File: config.mk
export PLATFORM = sky130hd
export DESIGN_NAME = vga_timing
export DESIGN_NICKNAME = d
export VERILOG_FILES = /design/src/source/frog_video_pkg.sv /design/src/source/vga_timing.sv
export VERILOG_INCLUDE_DIRS = /design/src /design/src/source
export SDC_FILE = /design/constraint.sdc
export NUM_CORES = 1
export LEC_CHECK = 0
export BUFFER_PORTS_ARGS = -buffer_cell sky130_fd_sc_hd__buf_2
export CAP_MARGIN = 10
export CORE_ASPECT_RATIO = 1.1
export CORE_MARGIN = 4
export CORE_UTILIZATION = 47
export CTS_CLUSTER_DIAMETER = 200
export DETAILED_ROUTE_END_ITERATION = 10
export PLACE_DENSITY = 0.74
export SKIP_CTS_REPAIR_TIMING = 1
export SLEW_MARGIN = 20
export SYNTH_ARGS = -nofsm -noshare
export SYNTH_HDL_FRONTEND = slang
export SYNTH_SLANG_ARGS = --single-unit
File: constraint.sdc
create_clock -name i_Clk -period 1.88 [get_ports i_Clk]
set_input_delay 0.094 -clock i_Clk [delete_from_list [all_inputs] [get_ports i_Clk]]
set_output_delay 0.094 -clock i_Clk [all_outputs]
set_load 0.02 [all_outputs]
File: src/source/frog_video_defs.svh
`ifndef FROG_VIDEO_DEFS_SVH
`define FROG_VIDEO_DEFS_SVH

// Sprite geometry
`define FV_TILE_SIZE   32
`define FV_BANK_DEPTH  1024   // One 32x32 tile per bank

// Default horizontal mode, 640x480 at 60 Hz
`define FV_H_VISIBLE   640
`define FV_H_FRONT     16
`define FV_H_SYNC      96
`define FV_H_TOTAL     800

// Default vertical mode
`define FV_V_VISIBLE   480
`define FV_V_FRONT     10
`define FV_V_SYNC      2
`define FV_V_TOTAL     525

`endif

File: src/source/frog_video_pkg.sv
`default_nettype none

package frog_video_pkg;

    // Raster counter or tile corner
    typedef logic [9:0] coord_t;

    // Word index inside one sprite bank
    typedef logic [9:0] sprite_addr_t;

    // Packed pixel, red [8:6], green [5:3], blue [2:0]
    typedef logic [8:0] pixel_t;

    typedef logic [2:0] chan_t;   // One colour channel

    // 0 selects the frog bank, 1 the car bank
    typedef logic bank_sel_t;

    // Sprite loader FSM
    typedef enum logic [1:0]
    {
        IDLE,
        WAIT_BLANK,
        ACK_HIGH
    } load_state_t;

endpackage

`default_nettype wire

File: src/source/vga_timing.sv
`timescale 1ns/1ns
`default_nettype none

`include "frog_video_defs.svh"

module vga_timing
#(
    parameter int H_VISIBLE = `FV_H_VISIBLE,
    parameter int H_FRONT   = `FV_H_FRONT,
    parameter int H_SYNC    = `FV_H_SYNC,
    parameter int H_TOTAL   = `FV_H_TOTAL,
    parameter int V_VISIBLE = `FV_V_VISIBLE,
    parameter int V_FRONT   = `FV_V_FRONT,
    parameter int V_SYNC    = `FV_V_SYNC,
    parameter int V_TOTAL   = `FV_V_TOTAL
)
(
    input  wire                    i_Clk,
    input  wire                    i_reset,
    output frog_video_pkg::coord_t o_h_count,
    output frog_video_pkg::coord_t o_v_count,
    output logic                   o_hsync,
    output logic                   o_vsync,
    output logic                   o_visible,
    output logic                   o_blank,
    output logic                   o_frame_start
);
    import frog_video_pkg::*;

    localparam coord_t H_LAST     = coord_t'(H_TOTAL - 1);
    localparam coord_t V_LAST     = coord_t'(V_TOTAL - 1);
    localparam coord_t HS_START   = coord_t'(H_VISIBLE + H_FRONT);
    localparam coord_t HS_END     = coord_t'(H_VISIBLE + H_FRONT + H_SYNC);
    localparam coord_t VS_START   = coord_t'(V_VISIBLE + V_FRONT);
    localparam coord_t VS_END     = coord_t'(V_VISIBLE + V_FRONT + V_SYNC);
    localparam coord_t H_VIS_END  = coord_t'(H_VISIBLE);
    localparam coord_t V_VIS_END  = coord_t'(V_VISIBLE);

    always_ff @(posedge i_Clk)
    begin
        if (i_reset)
        begin
            o_h_count <= '0;
            o_v_count <= '0;
        end
        else if (o_h_count == H_LAST)
        begin
            o_h_count <= '0;
            o_v_count <= (o_v_count == V_LAST) ? '0 : o_v_count + 1'b1;
        end
        else
            o_h_count <= o_h_count + 1'b1;
    end

    // Raw syncs, active low
    assign o_hsync = !(o_h_count >= HS_START && o_h_count < HS_END);
    assign o_vsync = !(o_v_count >= VS_START && o_v_count < VS_END);

    assign o_visible     = (o_h_count < H_VIS_END) && (o_v_count < V_VIS_END);
    assign o_frame_start = (o_h_count == '0) && (o_v_count == '0);

    // Write window, one cycle clear of the visible area on both sides
    // so a display read never lands in the same bank cycle
    assign o_blank = (o_h_count > H_VIS_END && o_h_count < H_LAST) ||
                     (o_v_count >= V_VIS_END &&
                      !(o_v_count == V_LAST && o_h_count == H_LAST));

endmodule

`default_nettype wire

; Word-level counts from Yosys, hierarchy flattened
; Index checks and enable logic that the tools add are counted.
; W data, S select, Z words.
[word_totals]
output_inout_bits = 25
ff_bits = 20
[op_classes]
n_eq_ne = 2
n_addsub = 2
n_lt_le_gt_ge = 9
reduce_logical = 14
n_mux = 1
[op_table]
columns = cell, n
row1 = $lt A10 B10 Y1 const B, 3
row2 = $add A10 B1 Y10 const B, 2
row3 = $eq A10 B10 Y1 const B, 2
row4 = $ge A10 B9 Y1 const B, 2
row5 = $logic_not A10 Y1, 2
row6 = $lt A10 B9 Y1 const B, 2
row7 = $ge A10 B10 Y1 const B, 1
row8 = $gt A10 B10 Y1 const B, 1
row9 = $mux W10, 1
row10 = $logic_and A1 B1 Y1, 7
row11 = $logic_not A1 Y1, 3
row12 = $reduce_or A2 Y1, 1
row13 = $logic_or A1 B1 Y1, 1

; Logic depth before layout (Yosys ltp)
[depth]
ltp_word = 5
mapped_depth = 6

; Worst setup path before layout
; Ideal clock, no wire load.
[synth_path]
path_type = reg-to-reg
from = register o_h_count[0]
to = register o_v_count[7]
arrival_ns = 1.957
path_stages_with_launch = 6
path_slack_ns = -0.147
n_path_buf = 0
t_required_ns = 1.810
setup_ns = 0.070
cell_sequence = dfxtp_1 ha_1 nand4_2 or4_4 or3_1 a21oi_1
[synth_between]
elab_chain_len = 1
[synth_lines]
columns = element, line
row1 = start: declaration, vga_timing.sv:20  ; output frog_video_pkg::coord_t o_h_count,
row2 = start signal: assignment, vga_timing.sv:52  ; o_h_count <= o_h_count + 1'b1;
row3 = $eq A10 B10 Y1, vga_timing.sv:46  ; else if (o_h_count == H_LAST)
row4 = end signal: assignment, vga_timing.sv:49  ; o_v_count <= (o_v_count == V_LAST) ? '0 : o_v_count + 1'b1;
row5 = end: declaration, vga_timing.sv:21  ; output frog_video_pkg::coord_t o_v_count,
; No other way between the ends.
; A chain may end at the register's enable or synchronous reset.

; Worst setup path after layout
[layout_path]
from = register o_h_count[1]
to = output port o_blank
[layout_between]
elab_chain_len = 5
elab_cells_between_ends = 8
[layout_lines]
columns = element, line
row1 = "parallel branches: the longest is 4 deep, another holds $gt A10 B10 Y1", n/a
row2 = $logic_or A1 B1 Y1 *, vga_timing.sv:64  ; assign o_blank = (o_h_count > H_VIS_END && o_h_count < H_LAST) ||
row3 = end: declaration, vga_timing.sv:25  ; output logic o_blank,
; Every way passes the cells marked *.

==> summary.md <==
| Metric | Value |
|---|---|
| Multi-input gate area | `746 um2` |
| Mapped Cells | `137` |
| Die H | `59.5 um` |
| Arr. time, crit path | `1.83 ns` |
| Nets | `189` |
| Overall power | `719 uW` |
| Clk sink count | `20` |
| Layout Skew | `0.0143 ns` |
| Outcome | `complete, but fails checks` |
| Crit path capture type | `primary output` |
| Ys Warns | `0` |
| Clk_lat worst skew | `0.31 ns` |
| Final Max Slew Viols | `0` |
| Die area | `0.00326 mm2` |
| # H-tree levels | `1` |
| Nature of the critical path startpoint | `register` |
| Setup violators final | `1` |
| Critical path class | `reg2out` |
| FFs w/ async S/R, synth | `0` |
| Worst VDD drop | `0.555 mV` |
| R2R Setup Slk | `0.06 ns` |
| Cell variety after synth | `36` |
| Post-synth EDFFs | `0` |
| Max FO, Critical Path | `5` |
| RSZ-0062 raised after global routing | `true` |
| Initial DRC Count | `18` |
| Antenna diodes | `0` |
| Antenna-violating nets left | `0` |
| Cell Pwr Density | `468 mW/mm2` |
| Syn avg cell area | `8.27 um2` |
| Leak | `0.667 nW` |
| Max Root-Sink Buffers | `2` |
| Synth Cell Area | `0.00113 mm2` |
| # DRC | `0` |
| DP Area | `0.00137 mm2` |
| Final worst setup slack | `-0.0432 ns` |
| Placed cell count | `199` |
| Worst hold start | `i_reset` |
| Clk root buf | `clkbuf_4` |
| WL per Instance | `13.5 um` |
| Vias | `1131` |
| Sequential-to-total area share from yosys stat | `0.354` |
| Synth Register Bits | `20` |
| Max Clk Rate | `520 MHz` |
| Worst Hold Class | `in2reg` |
| Initial Utilization | `0.498` |
| Post-route minimum period | `1.92 ns` |
| # fillers | `185` |
| CTS buffer count | `3` |
| IO buf count | `26` |
| DR pass1 iterations | `4` |
| Worst Path Required | `1.79 ns` |
| Crit share post-route | `1.02` |
| Fin. Hold Viols | `0` |
| Clock-pin slew on the worst setup and hold paths | `0.12 ns` |
| Num rows | `18` |
| Post-Synthesis Net Count | `144` |
| Slew headroom | `0.709` |
| Vias in the first global route | `960` |
| Maxcap violations | `0` |
| Dominant synthesized flop cell | `dfxtp_1` |
| CTS tree | `yes` |
| Layout cells sized above 1 | `0.398` |
| Ports | `27` |
| Core area | `0.00227 mm2` |
| Final Cell Area | `0.00154 mm2` |
| Global Route Usage Sum | `0.178` |
| First-pass GRT wire length | `4270 um` |
| Drt total wl | `2850 um` |
| Area growth syn-to-layout | `35.6%` |
| GP Congestion | `0.848` |
| Layout Cells excl Fill | `211` |
| Die Wd | `54.8 um` |
| Register Area | `417 um2` |
| Initial antenna violation count | `0` |
| Worst r2r src | `o_h_count[6]$_SDFF_PP0_` |
| Overflow left after global routing | `0` |
| Dpl hpwl | `2050 um` |
| Largest net degree at the start of global routing | `12` |
| Hold slack final | `0.0447 ns` |
| CP Launch Point | `o_h_count[1]$_SDFF_PP0_` |
| Worst slew pin tran | `0.433 ns` |
| DR vias/cell | `5.36` |
| Failing checks | `setup timing` |
==> worst paths after layout <==
path,endpoint,cells after the start
max reg2reg,o_v_count[9]$_SDFFE_PP0P_,4
min reg2reg,o_v_count[7]$_SDFFE_PP0P_,2
max,o_blank,7
min,o_h_count[2]$_SDFF_PP0_,2
==> layout by cell type (no fill, tap or decap), types with 2 or more instances in the layout <==
cell and n:
buf_2 25, nor2_1 19, buf_4 18, nand3_1 11, dfxtp_1 11, nand2_1 9
xnor2_1 9, inv_1 7, dfxtp_2 7, nor4_1 6, nor3_1 5, a21oi_1 5
o21ai_0 4, xor2_1 4, ha_1 4, clkbuf_4 3, nand4_1 2, nand3b_1 2
or2_2 2, or3_1 2, dfxtp_4 2, buf_6 2
==> cell usage after synthesis, drive strengths merged (2+ instances only) <==
cell type,n,share of area
nand3,11,0.049
clkbuf,3,0.013
a21oi,6,0.027
or3,4,0.028
nor2,20,0.066
inv,7,0.023
nor3,5,0.022
or2,2,0.011
nand3b,3,0.031
o21ai,4,0.018
ha,5,0.055
nor4,8,0.044
buf,2,0.017
nand4,3,0.022
xor2,4,0.031
nand2,9,0.030
dfxtp,20,0.35
xnor2,9,0.070
==> critical path, stage by stage (launching register included) <==
cell and delay, ns:
dfxtp_4 0.40, ha_4 0.16, nand4_4 0.08, buf_6 0.13, or3_4 0.41, nor2_4 0.11, o22ai_2 0.08, buf_6 0.15
==> power breakdown <==
part / switching [mW] / internal, mW
clock: 0.135 / 0.0829
sequential: 0.00776 / 0.429
combinational: 0.0383 / 0.0258
total: 0.181 / 0.538
==> flip-flops by register name, summed over array words and instances (netlist names) <==
register   flops
o_h_count     10
o_v_count     10
==> routing by layer <==
metal	global-route usage	vias to the layer above	part of all wire
met1	0.225	530	0.43
met5	0	-	0
met3	0.0428	5	0.052
li1	-	564	-
met2	0.280	32	0.50
met4	0.0819	0	0.014
==> cell type report <==
class                           count  share of cell area
Tap cell                           30              0.0244
Inverter                            7              0.0171
Multi-Input combinational cell    105               0.486
Clock buffer                        4              0.0171
Timing Repair Buffer               45               0.184
Sequential cell                    20               0.271
==> stage by stage <==
| step | TNS [ns] | setup slack [ns] | util |
|---|---|---|---|
| after detailed placement | 0 | 0.132 | 0.601 |
| after floorplan | 0 | 0.0484 | - |
| after CTS | -0.132 | -0.132 | 0.612 |
| after global placement | 0 | 0.188 | 0.601 |
| after global routing | -0.112 | -0.112 | 0.675 |
| final | -0.0432 | -0.0432 | 0.675 |
==> logic make-up after synthesis <==
logic type                 Yosys count  synth area share
buffers and inverters               12            0.0530
DFF                                 20             0.354
muxes                                1           0.00884
and+or+nand+nor                     74             0.369
xor gates and xnor gates            13             0.101
adders and majority gates            5            0.0552
AOI/OAI and AO/OA                   12            0.0597
No activity file was read; power rests on OpenSTA's default activity.
