==> src/source/frog_video_defs.svh <==
`ifndef FROG_VIDEO_DEFS_SVH
`define FROG_VIDEO_DEFS_SVH

// Sprite geometry
`define FV_TILE_SIZE   32
`define FV_BANK_DEPTH  1024   // One 32x32 tile per bank

// Default horizontal mode, 640x480 at 60 Hz
`define FV_H_VISIBLE   640
`define FV_H_FRONT     16
`define FV_H_SYNC      96
`define FV_H_TOTAL     800

// Default vertical mode
`define FV_V_VISIBLE   480
`define FV_V_FRONT     10
`define FV_V_SYNC      2
`define FV_V_TOTAL     525

`endif

==> src/source/frog_video_pkg.sv <==
`default_nettype none

package frog_video_pkg;

    // Raster counter or tile corner
    typedef logic [9:0] coord_t;

    // Word index inside one sprite bank
    typedef logic [9:0] sprite_addr_t;

    // Packed pixel, red [8:6], green [5:3], blue [2:0]
    typedef logic [8:0] pixel_t;

    typedef logic [2:0] chan_t;   // One colour channel

    // 0 selects the frog bank, 1 the car bank
    typedef logic bank_sel_t;

    // Sprite loader FSM
    typedef enum logic [1:0]
    {
        IDLE,
        WAIT_BLANK,
        ACK_HIGH
    } load_state_t;

endpackage

`default_nettype wire

==> src/source/sprite_write_if.sv <==
`timescale 1ns/1ns
`default_nettype none

// Write path from the loader into the sprite banks
interface sprite_write_if;
    import frog_video_pkg::*;

    logic         we;     // One cycle per committed word
    bank_sel_t    bank;
    sprite_addr_t addr;
    pixel_t       data;

    modport loader
    (
        output we, bank, addr, data
    );

    modport memory
    (
        input we, bank, addr, data
    );

endinterface

`default_nettype wire

==> src/source/sprite_loader.sv <==
`timescale 1ns/1ns
`default_nettype none

module sprite_loader
(
    input  wire                       i_Clk,
    input  wire                       i_reset,
    input  wire                       i_load_req,
    input  frog_video_pkg::bank_sel_t    i_load_bank,
    input  frog_video_pkg::sprite_addr_t i_load_addr,
    input  frog_video_pkg::pixel_t       i_load_data,
    output logic                      o_load_ack,
    input  wire                       i_blank,
    sprite_write_if.loader            wr
);
    import frog_video_pkg::*;

    load_state_t  state;
    bank_sel_t    r_bank;
    sprite_addr_t r_addr;
    pixel_t       r_data;

    // Request is taken once, in IDLE
    always_ff @(posedge i_Clk)
    begin
        if (state == IDLE && i_load_req)
        begin
            r_bank <= i_load_bank;
            r_addr <= i_load_addr;
            r_data <= i_load_data;
        end
    end

    always_ff @(posedge i_Clk)
    begin
        if (i_reset)
        begin
            state      <= IDLE;
            o_load_ack <= 1'b0;
        end
        else
        begin
            case (state)
                IDLE:
                begin
                    if (i_load_req)
                        state <= WAIT_BLANK;
                end
                WAIT_BLANK:
                begin
                    // Held here while the raster is visible
                    if (i_blank)
                    begin
                        state      <= ACK_HIGH;
                        o_load_ack <= 1'b1;   // Word is written this cycle
                    end
                end
                ACK_HIGH:
                begin
                    if (!i_load_req)
                    begin
                        state      <= IDLE;
                        o_load_ack <= 1'b0;
                    end
                end
                default: state <= IDLE;
            endcase
        end
    end

    // Single write pulse on the first blank cycle
    assign wr.we   = (state == WAIT_BLANK) && i_blank;
    assign wr.bank = r_bank;
    assign wr.addr = r_addr;
    assign wr.data = r_data;

    // Host keeps the word steady until the ack shows up
    a_req_stable: assert property (@(posedge i_Clk) disable iff (i_reset)
        (i_load_req && !o_load_ack) |=>
            (o_load_ack || $stable({i_load_bank, i_load_addr, i_load_data})));

endmodule

`default_nettype wire

==> src/flat_wrapper.sv <==
// flat-port wrapper written by rule: the top's interface ports become plain ports
module sprite_loader_flat import frog_video_pkg::*;
  (i_Clk, i_reset, i_load_req, i_load_bank, i_load_addr, i_load_data, o_load_ack, i_blank, wr_we, wr_bank, wr_addr, wr_data);
  sprite_write_if wr_i ();
  input  wire i_Clk;
  input  wire i_reset;
  input  wire i_load_req;
  input  frog_video_pkg::bank_sel_t i_load_bank;
  input  frog_video_pkg::sprite_addr_t i_load_addr;
  input  frog_video_pkg::pixel_t i_load_data;
  output logic o_load_ack;
  input  wire i_blank;
  output wire logic [$bits(wr_i.we)-1:0] wr_we;
  output wire logic [$bits(wr_i.bank)-1:0] wr_bank;
  output wire logic [$bits(wr_i.addr)-1:0] wr_addr;
  output wire logic [$bits(wr_i.data)-1:0] wr_data;
  assign wr_we = wr_i.we;
  assign wr_bank = wr_i.bank;
  assign wr_addr = wr_i.addr;
  assign wr_data = wr_i.data;
  sprite_loader u_core (.i_Clk(i_Clk), .i_reset(i_reset), .i_load_req(i_load_req), .i_load_bank(i_load_bank), .i_load_addr(i_load_addr), .i_load_data(i_load_data), .o_load_ack(o_load_ack), .i_blank(i_blank), .wr(wr_i));
endmodule
==> config.mk <==
export PLATFORM = sky130hd
export DESIGN_NAME = sprite_loader_flat
export DESIGN_NICKNAME = d
export VERILOG_FILES = /design/src/source/frog_video_defs.svh /design/src/source/frog_video_pkg.sv /design/src/source/sprite_write_if.sv /design/src/source/sprite_loader.sv /design/src/flat_wrapper.sv
export SDC_FILE = /design/constraint.sdc
export NUM_CORES = 1
export LEC_CHECK = 0
export BUFFER_PORTS_ARGS = -buffer_cell sky130_fd_sc_hd__buf_2
export CORE_MARGIN = 4
export CORE_UTILIZATION = 43
export CTS_CLUSTER_SIZE = 12
export DETAILED_ROUTE_END_ITERATION = 16
export GPL_TIMING_DRIVEN = 1
export PLACE_DENSITY = 0.8
export SLEW_MARGIN = 20
export SYNTH_ARGS = -nofsm -noshare
export SYNTH_HDL_FRONTEND = slang
export SYNTH_SLANG_ARGS = --single-unit
==> constraint.sdc <==
create_clock -name i_Clk -period 3.3 [get_ports i_Clk]
set_clock_uncertainty 0.05 [all_clocks]
set_input_delay 0.99 -clock i_Clk [delete_from_list [all_inputs] [get_ports i_Clk]]
set_output_delay 0.99 -clock i_Clk [all_outputs]
set_load 0.01 [all_outputs]
Word-level counts from Yosys, hierarchy flattened
Index checks and enable logic that the tools add are counted.
{"block": "totals", "ff_bits": 23, "input_bits": 24, "out_inout_bits": 22, "elab_cells": 23}
{"block": "classes", "eq_ne": 5, "n_mux": 7, "reduce_logical": 6}
{"operator": "$mux 2", "count": 3}
{"operator": "$ne 2x2->1 const B", "count": 3}
{"operator": "$pmux 2 s3", "count": 1}
{"operator": "$reduce_and 3->1", "count": 2}
{"operator": "$eq 2x1->1 const B", "count": 1}
{"operator": "$eq 2x2->1 const B", "count": 1}
{"operator": "$logic_and 1x1->1", "count": 2}
{"operator": "$logic_not 2->1", "count": 1}
{"operator": "$mux 1", "count": 2}
{"operator": "$pmux 1 s2", "count": 1}
{"operator": "$reduce_bool 2->1", "count": 1}

Longest topological paths before layout
Gate-level depths: netlist of run 1.
{"block": "logic_depth", "depth_word": 3, "depth_mapped": 2, "ltp_nobuf": 2}

Worst setup path after synthesis of run 1
Ideal clock, no wire load.
{"block": "synth_path", "path_kind": "input-to-reg", "start": "input i_load_req", "end": "register u_core.r_addr[0], in the netlist u_core.wr.addr[0], enable pin", "setup_time_ps": 397, "arrival_time_ps": 1916, "t_required_ps": 2853, "path_slack_ps": 937, "stages": 2, "path_buffers": 0, "cell_sequence": "nand2b_1 nor2_1"}
{"block": "synth_via", "elab_chain_cells": 1}
{"item": "from (decl)", "line_no": "flat_wrapper.sv:7", "text": "input wire i_load_req;"}
{"item": "$logic_and 1x1->1", "line_no": "sprite_loader.sv:26", "text": "if (state == IDLE && i_load_req)"}
{"item": "to (signal assigned)", "line_no": "sprite_loader.sv:29", "text": "r_addr <= i_load_addr;"}
{"item": "to (decl)", "line_no": "sprite_loader.sv:20", "text": "sprite_addr_t r_addr;"}
No other way between the ends.
A chain may end at the register's enable or synchronous reset.

Worst setup path in the final report of run 1
{"block": "layout_path", "start": "input i_blank", "end": "output wr_we"}
{"block": "layout_via", "elab_chain_cells": 1}
{"item": "from (decl)", "line_no": "flat_wrapper.sv:12", "text": "input wire i_blank;"}
{"item": "$logic_and 1x1->1", "line_no": "sprite_loader.sv:72", "text": "assign wr.we = (state == WAIT_BLANK) && i_blank;"}
{"item": "to (decl)", "line_no": "flat_wrapper.sv:13", "text": "output wire logic [$bits(wr_i.we)-1:0] wr_we;"}
No other way between the ends.

==> results of run 1 <==
metal layers:
metal,track usage,vias up,wire (µm)
met1,0.0882,230,442
met3,0.0271,4,95
met5,0,-,0
met2,0.231,24,805
met4,0.0783,0,35
li1,-,233,-
metrics by stage:
step	cell area (µm²)	power [mW]	std cells	worst slack, ps	utilization
2_1_floorplan	743	0.374	35	937	-
3_3_place_gp	996	0.406	97	899	0.632
3_5_place_dp	996	0.409	97	889	0.632
4_1_cts	1020	0.530	101	885	0.649
5_1_grt	1020	0.549	101	858	0.649
6_report	1020	0.524	101	889	0.649
power by group through the flow:
stage / clock network (mW) / logic [mW] / registers, mW
final: 0.123 / 0.0560 / 0.345
after CTS: 0.128 / 0.0571 / 0.345
after global placement: 0 / 0.0553 / 0.351
after floorplan: 0 / 0.0121 / 0.362
after global routing: 0.141 / 0.0608 / 0.347
after detailed placement: 0 / 0.0571 / 0.352
cell families (layout without fill, tap and decap cells):
group	count (synthesis)	in the layout
AOI/OAI and AO/OA	4	4
buffers and inverters	2	52
DFF	23	23
and+or+nand+nor	6	6
final cells by class:
class	instances	area [µm²]	area share
Sequential cell	23	661	0.645
Clock buffer	3	22.5	0.0220
Multi-Input combinational cell	10	75.1	0.0733
Inverter	2	7.51	0.00733
Timing Repair Buffer	46	233	0.227
Tap cell	16	20.0	0.0196
Clock inverter	1	5.00	0.00489
cell usage after synthesis:
| master | instances |
|---|---|
| a21oi_2 | 1 |
| a21oi_1 | 1 |
| dfxtp_1 | 3 |
| nor2_1 | 1 |
| inv_1 | 2 |
| nand2b_1 | 2 |
| nor3b_1 | 1 |
| a2111oi_2 | 1 |
| edfxtp_1 | 20 |
| nand3b_1 | 2 |
| a211oi_1 | 1 |
sequential cells by signal (all words and copies together) (netlist names):
| signal | count |
|---|---|
| u_core.wr.addr | 10 |
| u_core.o_load_ack | 1 |
| u_core.wr.bank | 1 |
| u_core.state | 2 |
| u_core.wr.data | 9 |
path summary, 6_finish.rpt:
path / to / slack, ps / startpoint / cells after the start
hold reg to reg: u_core.o_load_ack / 470 / u_core.o_load_ack / 2
setup / recovery: wr_we / 890 / i_blank / 4
hold / removal: u_core.o_load_ack / 470 / u_core.o_load_ack / 2
setup reg to reg: u_core.wr.addr[8] / 2040 / u_core.state[0] / 3
worst max-delay path, stage by stage:
cell	delay, ps
buf_2	110
nand3b_1	100
inv_1	40
buf_2	130
==> impl_metrics.yaml, run 1 <==
outcome:
  outcome: "finished, final reports clean"
worst_setup_path:
  cp_data_arrival_time_ps: 1370
  worstSetupEndpointType: "output port"
  path_max_fanout: 3
  critical_path_required_ps: 2260
  path_class: "in2out"
  crit_path_start_kind: "input port"
synthesis:
  synth_top_area_share: 0.808
  syn_area_per_cell_um2: 21.2
  syn_inst: 35
  synthMuxAreaShare: 0
  yosysTopAreaCell: "edfxtp_1"
  ys_seq_elements: 23
  synth_compound_area_frac: 0.0488
  synth_top_family_by_area: "simple AND/OR/NAND/NOR gates"
  synth_warnings: 0
  synth_seq_area_share: 0.889
  yosys.area_share.simple: 0.0522
  synth_area_um2: 743
  syn_nets: 59
  yosys-top-cells-area: "edfxtp_1, dfxtp_1, a2111oi_2, nand3b_1, nand2b_1"
  synth_cell_type_count: 11
  synth-xor-area-share: 0
  synth_fa_ha_area_frac: 0
clocking:
  cts_resized: 0
  clkSlewWorstSetupHoldPaths_ps: 110
  cts_buffer_depth: 2
  clock_latency_ps: 300
  numCtsBuffers: 3
  htree_num_levels: 1
  cts.sinks: 23
  cts_tree: "yes"
  cts_hold_buf: 0
  post_cts_buffers: 0
  cts_root_buf: "clkbuf_4"
sta:
  period_share: 0.731
  rsz0062_at_grt: "no"
  worstMarginPinSlew_ps: 241
  finalSetupViolations: 0
  whs_ps: 466
  slew_viol_final: 0
  maxSlewHeadroom: 0.839
  tns_ps: 0
  min_period_ps: 2410
  clock.fmax_ghz: 0.415
  finalHoldViolCount: 0
min_path:
  min_path_type: "reg2reg"
global_routing:
  grt_max_degree: 21
  grt.overflow.total: 0
  grt_pass1_wl_mm: 2.08
  groute.usage.overall: 0.113
  grt_antenna_before_repair: 0
  grt_pass1_vias: 500
floorplan:
  die_x_um: 49.6
  ios: 46
  die-area_um2: 2460
  rows: 14
  dieHeight_um: 49.6
  core_area_um2: 1580
  initial_core_util: 0.471
layout:
  fill_cells: 126
  diodes: 0
  layout_commonest_cell: "buf_2"
  area_growth_pct: 37.7
  nets: 110
  most-common-layout-cells: "buf_2, edfxtp_1, clkbuf_4, dfxtp_1"
  drive_gt1_frac: 0.612
power_and_ir_drop:
  powerDensity_nw_per_um2: 512
  ir_drop_mv: 0.258
  p_comb_frac: 0.107
  intPower_uw: 410
  p_leak_nw: 0.445
  p_sw_uw: 114
  seqPwrFrac: 0.658
  p_sw_frac: 0.218
  clock_power_share: 0.235
drt:
  avgViaCountPerCell: 4.86
  wl_per_cell_um: 13.6
  drt-total-wl_mm: 1.38
  drc: 0
  firstDrtPassIters: 3
  ant_nets: 0
  drtIter0Drc: 5
  vias: 491
placement:
  gp_congestion: 0.701
  dp_hpwl_mm: 1.11
  numPortBuffers: 45
job:
  drv_cap: 0
Power figures use the tool's default switching activity.
==> run 2: changes to the inputs <==
CORE_UTILIZATION = 40   (was 43)
PLACE_DENSITY = 0.75   (was 0.8)
clock period = 2.5 ns   (was 3.3 ns; I/O delays follow)
==> impl_metrics.yaml, run 2 (synthesis gave the netlist of run 1 again) <==
worst_setup_path:
  reg2reg_from: "u_core.state[0]"
  crit_end: "wr_we"
  cp_slowest_stage_delay_ps: 120
  cp-startpoint: "i_blank"
  crit_path_start_kind: "input port"
  path_depth: 4
  path_buf_inv: 3
  reg2reg_to: "u_core.wr.addr[9]"
  r2r_slack_ps: 1230
  crit_chain: "buf_2 > nand3b_1 > inv_1 > buf_2"
  path_class: "in2out"
  critPathSlowestCell: "buf_2"
  reg2reg_depth: 3
  cp_data_arrival_time_ps: 1140
  crit_family: "buffers and inverters"
  worstSetupEndpointType: "output port"
  critical_path_required_ps: 1700
  critPathMostFrequentCell: "buf_2"
  path_max_fanout: 3
min_path:
  min_path_type: "reg2reg"
floorplan:
  die_x_um: 51.1
  core_area_um2: 1750
  die-area_um2: 2610
  initial_core_util: 0.426
  rows: 15
  dieHeight_um: 51.1
  ios: 46
placement:
  gp_congestion: 0.680
  numPortBuffers: 45
  dp_hpwl_um: 994
  postPlaceCellArea_um2: 1010
drt:
  vias: 480
  drt-total-wl_mm: 1.24
  drtIter0Drc: 0
  firstDrtPassIters: 1
  avgViaCountPerCell: 4.36
  drc: 0
  ant_nets: 0
  wl_per_cell_um: 11.3
clocking:
  numCtsBuffers: 3
  clock_latency_ps: 290
  cts_resized: 0
  htree_num_levels: 1
  cts_buffer_depth: 2
  cts.sinks: 23
  clkSlewWorstSetupHoldPaths_ps: 110
  cts_hold_buf: 0
  post_cts_buffers: 0
  cts_tree: "yes"
  cts_root_buf: "clkbuf_4"
sta:
  period_share: 0.778
  min_period_ps: 1940
  rsz0062_at_grt: "no"
  finalSetupViolations: 0
  worstMarginPinSlew_ps: 239
  finalHoldViolCount: 0
  tns_ps: 0
  clock.fmax_ghz: 0.514
  maxSlewHeadroom: 0.840
  slew_viol_final: 0
layout:
  largest_register_ffs: 10
  area_growth_pct: 39.4
  layout_commonest_cell: "buf_2"
  diodes: 0
  most-common-layout-cells: "buf_2, edfxtp_1, clkbuf_4, dfxtp_1"
  final_cell_area_um2: 1040
  drive_gt1_frac: 0.612
  nets: 110
power_and_ir_drop:
  powerDensity_nw_per_um2: 659
  p_leak_nw: 0.442
  ir_drop_mv: 0.348
global_routing:
  grt_antenna_before_repair: 0
  grt_pass1_vias: 437
  grt_pass1_wl_mm: 1.81
  grt.overflow.total: 0
  grt_max_degree: 21
  groute.usage.overall: 0.0933
job:
  drv_cap: 0
outcome:
  outcome: "finished, final reports clean"
==> run 2: routing by layer <==
layer  global-route usage  routed length [µm]  vias to the layer above
met5                    0                   0                        -
met4               0.0269                   0                        0
met3               0.0554                 218                        0
met2                0.163                 561                       33
met1               0.0918                 464                      212
li1                     -                   -                      235
==> run 2: stage by stage <==
step	setup slack [ps]	hold slack [ps]	std cells	power (mW)	utilization
2_1_floorplan	377	433	35	0.494	-
3_3_place_gp	580	441	106	0.537	0.578
3_5_place_dp	559	448	106	0.540	0.578
4_1_cts	552	465	110	0.695	0.594
5_1_grt	496	497	110	0.720	0.594
6_report	555	457	110	0.682	0.594
==> run 2: final cells by class <==
class,instances,area (µm²)
inverters,2,7.51
fillers,158,709
flip-flops and latches,23,661
clock buffers,4,26.3
repair buffers,46,233
well taps,25,31.3
multi-input cells,10,77.6
==> run 2: how the worst min path moves through the flow <==
| stage | startpoint | endpoint | slack, ps | depth (start not counted) |
|---|---|---|---|---|
| 6_report | u_core.o_load_ack | u_core.o_load_ack | 460 | 2 |
| 5_1_grt | u_core.o_load_ack | u_core.o_load_ack | 500 | 2 |
| 4_1_cts | u_core.o_load_ack | u_core.o_load_ack | 470 | 2 |
| 3_5_place_dp | u_core.o_load_ack | u_core.o_load_ack | 450 | 2 |
| 3_3_place_gp | u_core.o_load_ack | u_core.o_load_ack | 440 | 2 |
| 2_1_floorplan | u_core.state[1] | u_core.state[0] | 430 | 1 |
==> run 2: worst min-delay path: stages (launching register included) <==
cell,delay [ps]
dfxtp_1,340
inv_1,70
a2111oi_2,60
==> run 2: where the power goes <==
group,total [mW],switching (mW),leakage [nW],internal (mW)
registers,0.455,0.00791,0.216,0.447
logic,0.0737,0.0395,0.211,0.0343
clock network,0.153,0.0915,0.0150,0.0619
