===== config.mk =====
export PLATFORM = sky130hd
export DESIGN_NAME = sprite_display
export DESIGN_NICKNAME = d
export VERILOG_FILES = /design/src/source/frog_video_pkg.sv /design/src/source/sprite_display.sv
export VERILOG_INCLUDE_DIRS = /design/src /design/src/source
export SDC_FILE = /design/constraint.sdc
export NUM_CORES = 1
export LEC_CHECK = 0
export ABC_AREA = 1
export ABC_CLOCK_PERIOD_IN_PS = 9620
export BUFFER_PORTS_ARGS = -buffer_cell sky130_fd_sc_hd__clkbuf_2
export CAP_MARGIN = 0
export CORE_UTILIZATION = 50
export DETAILED_ROUTE_END_ITERATION = 12
export HOLD_SLACK_MARGIN = 0.06
export PLACE_DENSITY_LB_ADDON = 0.15
export SLEW_MARGIN = 20
export SYNTH_ARGS = -nofsm -noshare
export SYNTH_HDL_FRONTEND = slang
export SYNTH_SLANG_ARGS = --single-unit

===== constraint.sdc =====
create_clock -name i_Clk -period 9.62 [get_ports i_Clk]
set_clock_uncertainty 0.05 [all_clocks]
set_input_delay 0 -clock i_Clk [delete_from_list [all_inputs] [get_ports i_Clk]]
set_output_delay 0 -clock i_Clk [all_outputs]
set_load 0.01 [all_outputs]

===== src/source/frog_video_defs.svh =====
`ifndef FROG_VIDEO_DEFS_SVH
`define FROG_VIDEO_DEFS_SVH

// Sprite geometry
`define FV_TILE_SIZE   32
`define FV_BANK_DEPTH  1024   // One 32x32 tile per bank

// Default horizontal mode, 640x480 at 60 Hz
`define FV_H_VISIBLE   640
`define FV_H_FRONT     16
`define FV_H_SYNC      96
`define FV_H_TOTAL     800

// Default vertical mode
`define FV_V_VISIBLE   480
`define FV_V_FRONT     10
`define FV_V_SYNC      2
`define FV_V_TOTAL     525

`endif


===== src/source/frog_video_pkg.sv =====
`default_nettype none

package frog_video_pkg;

    // Raster counter or tile corner
    typedef logic [9:0] coord_t;

    // Word index inside one sprite bank
    typedef logic [9:0] sprite_addr_t;

    // Packed pixel, red [8:6], green [5:3], blue [2:0]
    typedef logic [8:0] pixel_t;

    typedef logic [2:0] chan_t;   // One colour channel

    // 0 selects the frog bank, 1 the car bank
    typedef logic bank_sel_t;

    // Sprite loader FSM
    typedef enum logic [1:0]
    {
        IDLE,
        WAIT_BLANK,
        ACK_HIGH
    } load_state_t;

endpackage

`default_nettype wire


===== src/source/sprite_display.sv =====
`timescale 1ns/1ns
`default_nettype none

`include "frog_video_defs.svh"

module sprite_display
(
    input  wire                          i_Clk,
    input  wire                          i_reset,
    input  frog_video_pkg::coord_t       i_h_count,
    input  frog_video_pkg::coord_t       i_v_count,
    input  wire                          i_visible,
    input  wire                          i_frame_start,
    input  wire                          i_hsync,
    input  wire                          i_vsync,
    input  frog_video_pkg::coord_t       i_frog_x,
    input  frog_video_pkg::coord_t       i_frog_y,
    input  frog_video_pkg::coord_t       i_car_x [4],
    input  frog_video_pkg::coord_t       i_car_y [4],
    output logic                         o_frog_rd_en,
    output logic                         o_car_rd_en,
    output frog_video_pkg::sprite_addr_t o_rd_addr,
    input  frog_video_pkg::pixel_t       i_frog_pixel,
    input  frog_video_pkg::pixel_t       i_car_pixel,
    output logic                         o_vga_hsync,
    output logic                         o_vga_vsync,
    output frog_video_pkg::chan_t        o_vga_red,
    output frog_video_pkg::chan_t        o_vga_grn,
    output frog_video_pkg::chan_t        o_vga_blu
);
    import frog_video_pkg::*;

    localparam coord_t TILE = coord_t'(`FV_TILE_SIZE);

    coord_t       in_x [5];   // Index 0 is the frog, 1..4 the cars
    coord_t       in_y [5];
    coord_t       r_tile_x [5];
    coord_t       r_tile_y [5];
    coord_t       eff_x [5];
    coord_t       eff_y [5];
    coord_t       dx;
    coord_t       dy;
    logic         hit_frog;
    logic         hit_car;
    sprite_addr_t hit_addr;
    logic         r_sel_frog;
    logic         r_sel_car;
    logic [2:0]   r_hs_pipe;
    logic [2:0]   r_vs_pipe;
    pixel_t       pix;

    // Positions in effect this frame; the (0,0) cycle already sees the new ones
    always_comb
    begin
        in_x[0] = i_frog_x;
        in_y[0] = i_frog_y;
        for (int k = 0; k < 4; k++)
        begin
            in_x[k + 1] = i_car_x[k];
            in_y[k + 1] = i_car_y[k];
        end
        for (int k = 0; k < 5; k++)
        begin
            eff_x[k] = i_frame_start ? in_x[k] : r_tile_x[k];
            eff_y[k] = i_frame_start ? in_y[k] : r_tile_y[k];
        end
    end

    always_ff @(posedge i_Clk)
    begin
        if (i_frame_start)
        begin
            r_tile_x <= in_x;
            r_tile_y <= in_y;
        end
    end

    // Hit test, later tiles win, so car 4 is on top
    always_comb
    begin
        hit_frog = 1'b0;
        hit_car  = 1'b0;
        hit_addr = '0;
        dx       = '0;
        dy       = '0;
        for (int k = 0; k < 5; k++)
        begin
            if (i_visible && i_h_count >= eff_x[k] && i_v_count >= eff_y[k] &&
                coord_t'(i_h_count - eff_x[k]) < TILE &&
                coord_t'(i_v_count - eff_y[k]) < TILE)
            begin
                dx       = i_h_count - eff_x[k];
                dy       = i_v_count - eff_y[k];
                hit_frog = (k == 0);
                hit_car  = (k != 0);
                hit_addr = sprite_addr_t'(dy * TILE + dx);
            end
        end
    end

    // Stage 1 address, payload only
    always_ff @(posedge i_Clk)
    begin
        o_rd_addr <= hit_addr;
    end

    assign pix = r_sel_car  ? i_car_pixel :
                 r_sel_frog ? i_frog_pixel : '0;

    always_ff @(posedge i_Clk)
    begin
        if (i_reset)
        begin
            o_frog_rd_en <= 1'b0;
            o_car_rd_en  <= 1'b0;
            r_sel_frog   <= 1'b0;
            r_sel_car    <= 1'b0;
            r_hs_pipe    <= '1;   // Syncs idle high
            r_vs_pipe    <= '1;
            o_vga_red    <= '0;
            o_vga_grn    <= '0;
            o_vga_blu    <= '0;
        end
        else
        begin
            o_frog_rd_en <= hit_frog;       // Stage 1
            o_car_rd_en  <= hit_car;
            r_sel_frog   <= o_frog_rd_en;   // Stage 2, tag follows the read
            r_sel_car    <= o_car_rd_en;
            o_vga_red    <= pix[8:6];       // Stage 3
            o_vga_grn    <= pix[5:3];
            o_vga_blu    <= pix[2:0];
            r_hs_pipe    <= {r_hs_pipe[1:0], i_hsync};
            r_vs_pipe    <= {r_vs_pipe[1:0], i_vsync};
        end
    end

    assign o_vga_hsync = r_hs_pipe[2];
    assign o_vga_vsync = r_vs_pipe[2];

    a_one_bank_read: assert property (@(posedge i_Clk) disable iff (i_reset)
        !(o_frog_rd_en && o_car_rd_en));

endmodule

`default_nettype wire


Word level (Yosys, flattened, before mapping)

Cells that the tools add are included.

$add $sub $neg: 15
Magnitude comparators: 20
Multiplexer cells: 22
Reductions and logical operators: 21

Operator list:

| operator            | count |
|---|---|
| $mux 10             | 15 |
| $ge 10x10->1        | 10 |
| $lt 10x6->1 const B | 10 |
| $sub 10x10->10      | 10 |
| $add 10x10->10      | 5 |
| $logic_and 1x1->1   | 20 |
| $mux 9              | 2 |
| $mux 1              | 5 |
| $reduce_or 5->1     | 1 |

Flip-flop bits (word level): 129
Bits of input ports: 144
Output and inout port bits: 23
Logic and storage cells: 98

Depth between registers and ports, before layout

Gate-level depths: netlist of run 1.

Depth after elaboration: 11
Mapped depth: 28
Mapped depth without buffers: 26

Least setup slack after synthesis of run 1

No wires, ideal clock.

Path type: input to register
Start point: input i_frame_start
End point: register o_rd_addr[9]
Setup time: 0.112 ns
Arrival: 3.325 ns
Required time: 9.458 ns
Path slack: 6.133 ns
Stages on the path: 25
Path buffers: 3
Cells stage by stage: clkbuf_1 -> clkbuf_1 -> clkbuf_1 -> mux2i_1 -> ha_1 -> nand2_1 -> nand2_1 -> a21oi_1 -> nand2_1 -> nand2_1 -> nand2_1 -> ha_1 -> fa_1 -> a31oi_1 -> inv_1 -> nand2_1 -> nand2_1 -> xnor2_1 -> nor2_1 -> nand2_1 -> nand2_1 -> nand2_1 -> nand3_1 -> nand2_1 -> nand2_1

Word-level cells in the longest chain between the ends: 11
Elaborated cells between the ends (all ways): 70
Classes of those cells: add/sub (15); order compare (20); mux (15); reduce/logical (20)

RTL lines:

| element                                                 | line                  | text |
|---|---|---|
| start, declared                                         | sprite_display.sv:13  | `input wire i_frame_start,` |
| branches (longest 10 deep; another with $sub 10x10->10) | n/a                   |  |
| $mux 10 *                                               | sprite_display.sv:88  | `if (i_visible && i_h_count >= eff_x[k] && i_v_count >= eff_y[k] &&` |
| via hit_addr[9]                                         | sprite_display.sv:45  | `sprite_addr_t hit_addr;` |
| end signal, assigned                                    | sprite_display.sv:104 | `o_rd_addr <= hit_addr;` |
| end, declared                                           | sprite_display.sv:22  | `output frog_video_pkg::sprite_addr_t o_rd_addr,` |

Mark *: on every way through the listed nets, which the timed path passes.
A chain may end at the register's enable or synchronous reset.

Worst setup path in the final report of run 1

Start point: input i_frame_start
End point: register o_rd_addr[8]

The elaborated chain is that of the path after synthesis.

==> metrics.txt, run 1 <==
FF-to-FF End o_rd_addr[9]; gr ovfl total 0; Via density 5.23; postcts setup bufs 0; largest family of logic cells by synthesized area simple AND/OR/NAND/NOR gates; met2 usage 47.5%; RePlAce Congestion 0.907; status finished clean; HP Start i_frame_start; Max Clk Rate 255 MHz; Rel. slew slack 38.1%; Crit path largest cell delay 820 ps; RSZ-0062 raised after global routing no; cell mode on critical path nand2_1; Post-Syn Instances 1466; most frequent cells in the layout nand2_1 (382), inv_1 (209), clkbuf_2 (165), dlygate4sd3_1 (123), ha_1 (120); Skew-Pair Late Insertion Delay 430 ps; largest net degree at the start of global routing 116; Final Net Count 2033; endpoints failing setup 0; FF-to-FF setup slack 6110 ps; CTS tree yes; CP Cell Sequence buf_8, buf_4, mux2i_1, ha_1, nand2_1, nor2_1, nand2_1, nand3_2, nand3_1, nand2_1, xor2_2, ha_1, a21oi_1, nand2_1, xor2_1, nand4_1, nand3_1, nand2_1, nand2_1; estimated wirelength of the detail-placed design 25000 um; sink of the worst hold path r_tile_y[48]; antenna-violating nets left 0; WHS Path Cells 1; Resized cells post-CTS 0; ANT cells 0; Period minus WS final 3920 ps; Max Slew Vio Count 0; critical path class primary input to register; worst slew pin tran 928 ps; Clk pin slew, worst setup/hold paths 60 ps; Row Count 55; simple logic cell fraction of the synthesized area 26.9%; H-tree lvl count 4; Critical Path AT 4250 ps; core area 22700 sq um; xor/xnor cell area share of the yosys netlist 4.20%; YS warnings 0; Ports 167; R2R Path Start r_tile_x[40]; share of cells above drive strength 1 15.4%; Starting Density 51.2%; first-pass GRT wire length 51500 um; die area 23900 sq um; Top delay family on crit path buffers and inverters; Cell Area, Synth 11600 sq um; die height 154 um; fin crit share 40.8%; Netlist cell types 49; number of flops mapped to enable cells by yosys 100; Place WS 5210 ps; vias in the first global route 10400; final hold slack 83.9 ps; flops & latches, synth 129; GR Util All Layers 27.8%; Max-Cap Viols 0; Area Overhead vs Synth 25.2%; final hold viol count 0; Yosys top cell by area edfxtp_1; Max clock buf depth 2; mux share of post-synthesis cell area 8.46%; Routed wire per std cell 15.8 um; final wirelength 32400 um; fin cells 2052; CP Max Fanout 115; R2R depth 24; clock buffer count from CTS 17; critical path endpoint category register; pwr/cell area 149 nW/um^2; worst path bufs/invs 2; total number of vias 10700; Fillers 2024; ranking of synthesized cells by area edfxtp_1 (26%), ha_1 (13%), nand2_1 (12%); antenna violations before repair 0; post-synthesis compound-gate area fraction 6.16%; port bufs 166; Root Driver clkbuf_16; drt pass-1 iters 5; initial DRC count 613; synthesized area per cell 7.93 sq um; GR Util met3 4.74%; synthesized-area fraction occupied by adder cells 15.5%; final setup margin 5700 ps; Yosys top cell area share 25.8%; HP Class primary input to register; setup TNS 0 ps; CP startpoint kind primary input; worst vdd ir 84.4 uV; Leak Pwr 7.40 nW; drt drc 0; main flop type after synthesis edfxtp_1; asr flop ratio synth 0%; Seq/Total Area, Yosys 30.8%; Die X 154 um; slowest CP cell buf_4; grt peak-use layer met2; Syn Nets 1745; placed insts 1897; M1 GR Usage 34.6%; commonest non-fill, non-tap cell in the layout nand2_1; clock sinks 129; Req. time, crit path 9950 ps
## kinds of logic after synthesis
kind of cell / count (synthesis)
compound gates: 120
simple gates: 693
xor+xnor: 54
fa+ha+maj: 135
mux: 97
buf+inv: 238
flops: 129
## metrics by stage
stage                     utilization, %  power (W)  area (sq um)
after floorplan                        -    0.00125         11600
after global placement              56.1    0.00146         12700
after detailed placement            56.1    0.00147         12700
after CTS                           64.1    0.00217         14600
after global routing                64.1    0.00230         14600
final                               64.1    0.00216         14600
## timing repair
action / in CTS / in global routing
endpoints found under the hold margin: 118 / 0
setup endpoints to repair: 0 / 0
hold buffers: 123 / 0
## how the worst max path moves through the flow
stage | start | endpoint | cells past startpoint | slack, ps
2_1_floorplan | i_frame_start | o_rd_addr[9] | 25 | 6130
3_3_place_gp | i_frame_start | o_rd_addr[5] | 14 | 5270
3_5_place_dp | i_frame_start | o_rd_addr[6] | 14 | 5210
4_1_cts | i_frame_start | o_rd_addr[6] | 14 | 5680
5_1_grt | i_frame_start | o_rd_addr[6] | 14 | 5220
6_report | i_frame_start | o_rd_addr[8] | 19 | 5700
## worst register-to-register path, delay by kind of cell, from the launching register on
| kind | cells | cell delay, ps |
|---|---|---|
| simple gates | 15 | 1180 |
| fa+ha+maj | 3 | 870 |
| flops | 1 | 370 |
| buf+inv | 3 | 280 |
| mux | 1 | 270 |
| compound gates | 1 | 260 |
| xor+xnor | 1 | 140 |
## synthesized netlist by cell type (14+ instances only)
cell / n
a21oi_1: 54
dfxtp_1: 29
edfxtp_1: 100
fa_1: 15
ha_1: 120
inv_1: 209
mux2i_1: 87
nand2_1: 382
nand3_1: 105
nand4_1: 51
nor2_1: 96
o21ai_0: 27
o21bai_1: 14
xor2_1: 44
## area by class of cell
type	instances	area (sq um)	area share, %
multi-input cells	1099	7120	48.9
well taps	285	357	2.45
inverters	215	807	5.55
flip-flops and latches	129	3580	24.6
clock buffers	25	518	3.56
clock inverters	7	71.3	0.490
repair buffers	292	2090	14.4
## state kept, by name, summed over array words and instances, names as in the netlist
signal and flops:
r_vs_pipe 3, r_tile_x 50, o_vga_blu 3, r_sel_car 1, o_car_rd_en 1, r_hs_pipe 3
r_tile_y 50, o_rd_addr 10, o_vga_grn 3, r_sel_frog 1, o_vga_red 3, o_frog_rd_en 1
## routing by layer
layer | part of all wire (%) | routed length (um) | vias to the layer above
met2 | 47 | 15200 | 290
met1 | 44 | 14400 | 4901
met3 | 5.1 | 1650 | 60
met4 | 3.5 | 1150 | 0
li1 | - | - | 5484
met5 | 0 | 0 | -
## power by group
| group | internal (W) | switching, W | leakage [nW] |
|---|---|---|---|
| Sequential | 0.000640 | 0.00000975 | 1.21 |
| Clock | 0.000401 | 0.000262 | 0.288 |
| Combinational | 0.000334 | 0.000519 | 5.90 |
No activity file was read; power rests on OpenSTA's default activity.
==> run 2: changes to the inputs <==
- ABC_CLOCK_PERIOD_IN_PS: 9620 -> 3900
- clock period: 9.62 -> 3.9 ns (I/O delays scaled with it)
==> run 2 against run 1 <==
Largest power group unchanged. Worst setup slack got worse by 5300 ps. Global-route usage rose by 0.61 points. Register-to-register slack got worse by 5600 ps. Largest cell class unchanged. Die area did not move. Non-clock buffer count rose by 10. Cell area up 0.51%. Clock power grew 130%.
==> metrics.txt, run 2 (synthesis gave the netlist of run 1 again) <==
status finished clean; Regs by FF count r_tile_x x50, r_tile_y x50, o_rd_addr x10; Starting Density 51.2% (unchanged); share of cells above drive strength 1 16.0% (+0.59 points); FF-to-FF End o_rd_addr[9]; CP Max Fanout 20 (-83%); sink of the worst hold path r_tile_x[40]; Routed wire per std cell 16.1 um (+1.9%); Skew-Pair Late Insertion Delay 430 ps (about the same); Max Clk Rate 288 MHz; die height 154 um (unchanged); fin area 14600 sq um (+0.51%); fin cells 2062 (+0.49%); pwr/cell area 357 nW/um^2 (+140%); Row Count 55 (unchanged); Leak Pwr 7.46 nW (+0.78%); final hold slack 247 ps (+163 ps); antenna-violating nets left 0 (unchanged); GR Util All Layers 28.4% (+0.61 points); drt drc 0 (unchanged); H-tree lvl count 4 (unchanged); final hold viol count 0 (unchanged); R2R Path Start r_tile_x[40]; critical path endpoint category register; initial DRC count 617 (+0.65%); Via density 5.27 (+0.72%); Clk pin slew, worst setup/hold paths 70 ps (about the same); Fillers 1958 (-3.3%); clock buffer count from CTS 17 (unchanged); HP Class primary input to register; ANT cells 0 (unchanged); Req. time, crit path 4180 ps (-5770 ps); Rel. slew slack 60.5% (+22 points); Max-Cap Viols 0 (unchanged); Root Driver clkbuf_16; Period minus WS final 3480 ps; R2R depth 24 (unchanged); postcts setup bufs 0 (unchanged); port bufs 166 (unchanged); antenna violations before repair 0 (unchanged); Area Overhead vs Synth 25.9%; die area 23900 sq um (unchanged); endpoints failing setup 0 (unchanged); drt pass-1 iters 5 (unchanged); largest net degree at the start of global routing 50 (-57%); placed insts 1905 (+0.42%); commonest non-fill, non-tap cell in the layout nand2_1; vias in the first global route 10500 (+1.7%); worst slew pin tran 591 ps (-337 ps); RePlAce Congestion 0.953 (+5.0%); final wirelength 33200 um (+2.4%); Ports 167 (unchanged); gr ovfl total 0 (unchanged); core area 22700 sq um (unchanged); most frequent cells in the layout nand2_1 (382), inv_1 (209), clkbuf_2 (165), dlygate4sd3_1 (123), ha_1 (120); CTS tree yes; clock sinks 129 (unchanged); DP Area 12800 sq um (+0.77%); Final Net Count 2043 (+0.49%); setup TNS 0 ps (unchanged); total number of vias 10900 (+1.2%); fin crit share 89.1%; critical path class primary input to register; final core utilization 64.4% (+0.33 points); estimated wirelength of the detail-placed design 24800 um (-0.70%); HP Start i_frog_x[0]; CP startpoint kind primary input; RSZ-0062 raised after global routing no; Critical Path AT 3750 ps (-500 ps); worst vdd ir 283 uV (+240%); Die X 154 um (unchanged); WHS Path Cells 2 (+1); Max clock buf depth 2 (unchanged); first-pass GRT wire length 52500 um (+2.0%); Max Slew Vio Count 0 (unchanged); FF-to-FF setup slack 500 ps (-5610 ps)
[run 2: how the worst max path moves through the flow]
stage	from	endpoint	slack [ps]
2_1_floorplan	i_frame_start	o_rd_addr[9]	410
4_1_cts	i_frame_start	o_rd_addr[9]	230
3_5_place_dp	i_frame_start	o_rd_addr[9]	380
3_3_place_gp	i_frame_start	o_rd_addr[9]	400
6_report	i_frame_start	o_rd_addr[9]	420
5_1_grt	i_frame_start	o_rd_addr[9]	100
[run 2: critical path, cell delays in order]
cell and delay, ps:
dlymetal6s4s_1 410, clkbuf_16 320, mux2_2 360, ha_1 220, inv_1 130, fa_1 290, nand3_1 90, nand3_1 110
nand2_1 90, nand2_1 70, nand2_1 60, nand2_2 90, inv_1 50, ha_1 340, a21oi_1 160, nand2_1 80
xor2_1 200, inv_1 60, nand2_1 50, nand2_1 60, nand4_1 120, nand2_1 80, nand2_1 60, nand3_1 80
nand2_1 80, nand2_1 40
[run 2: report_power, final]
group | switching (W) | internal, W | total [W]
sequential | 0.0000230 | 0.00158 | 0.00160
clock | 0.000674 | 0.000829 | 0.00150
combinational | 0.00127 | 0.000840 | 0.00211
total | 0.00197 | 0.00324 | 0.00521
[run 2: per-stage QoR]
| stage | setup slack, ps | total power, W |
|---|---|---|
| 3_3_place_gp | 403 | 0.00358 |
| 2_1_floorplan | 413 | 0.00308 |
| 5_1_grt | 102 | 0.00555 |
| 4_1_cts | 233 | 0.00521 |
| 6_report | 424 | 0.00521 |
| 3_5_place_dp | 379 | 0.00361 |
[run 2: area by class of cell]
type | count | area, sq um | area share, %
clock inverter | 13 | 85.1 | 0.582
clock buffer | 19 | 443 | 3.03
multi-input combinational | 1099 | 7120 | 48.7
timing repair buffer | 302 | 2230 | 15.2
sequential | 129 | 3580 | 24.5
inverter | 215 | 807 | 5.52
tap | 285 | 357 | 2.44
[run 2: timing repair]
action | 4_1_cts | 5_1_grt
setup endpoints to repair | 0 | 3
endpoints found under the hold margin | 133 | 0
resized for setup | 0 | 4
hold buffers | 124 | 0
[run 2: layer usage]
metal	vias up	routed length, um	track usage [%]
met5	-	0	0
met4	0	1160	11.7
met3	65	1740	4.17
met2	321	15800	49.8
met1	4975	14500	35.0
li1	5504	-	-
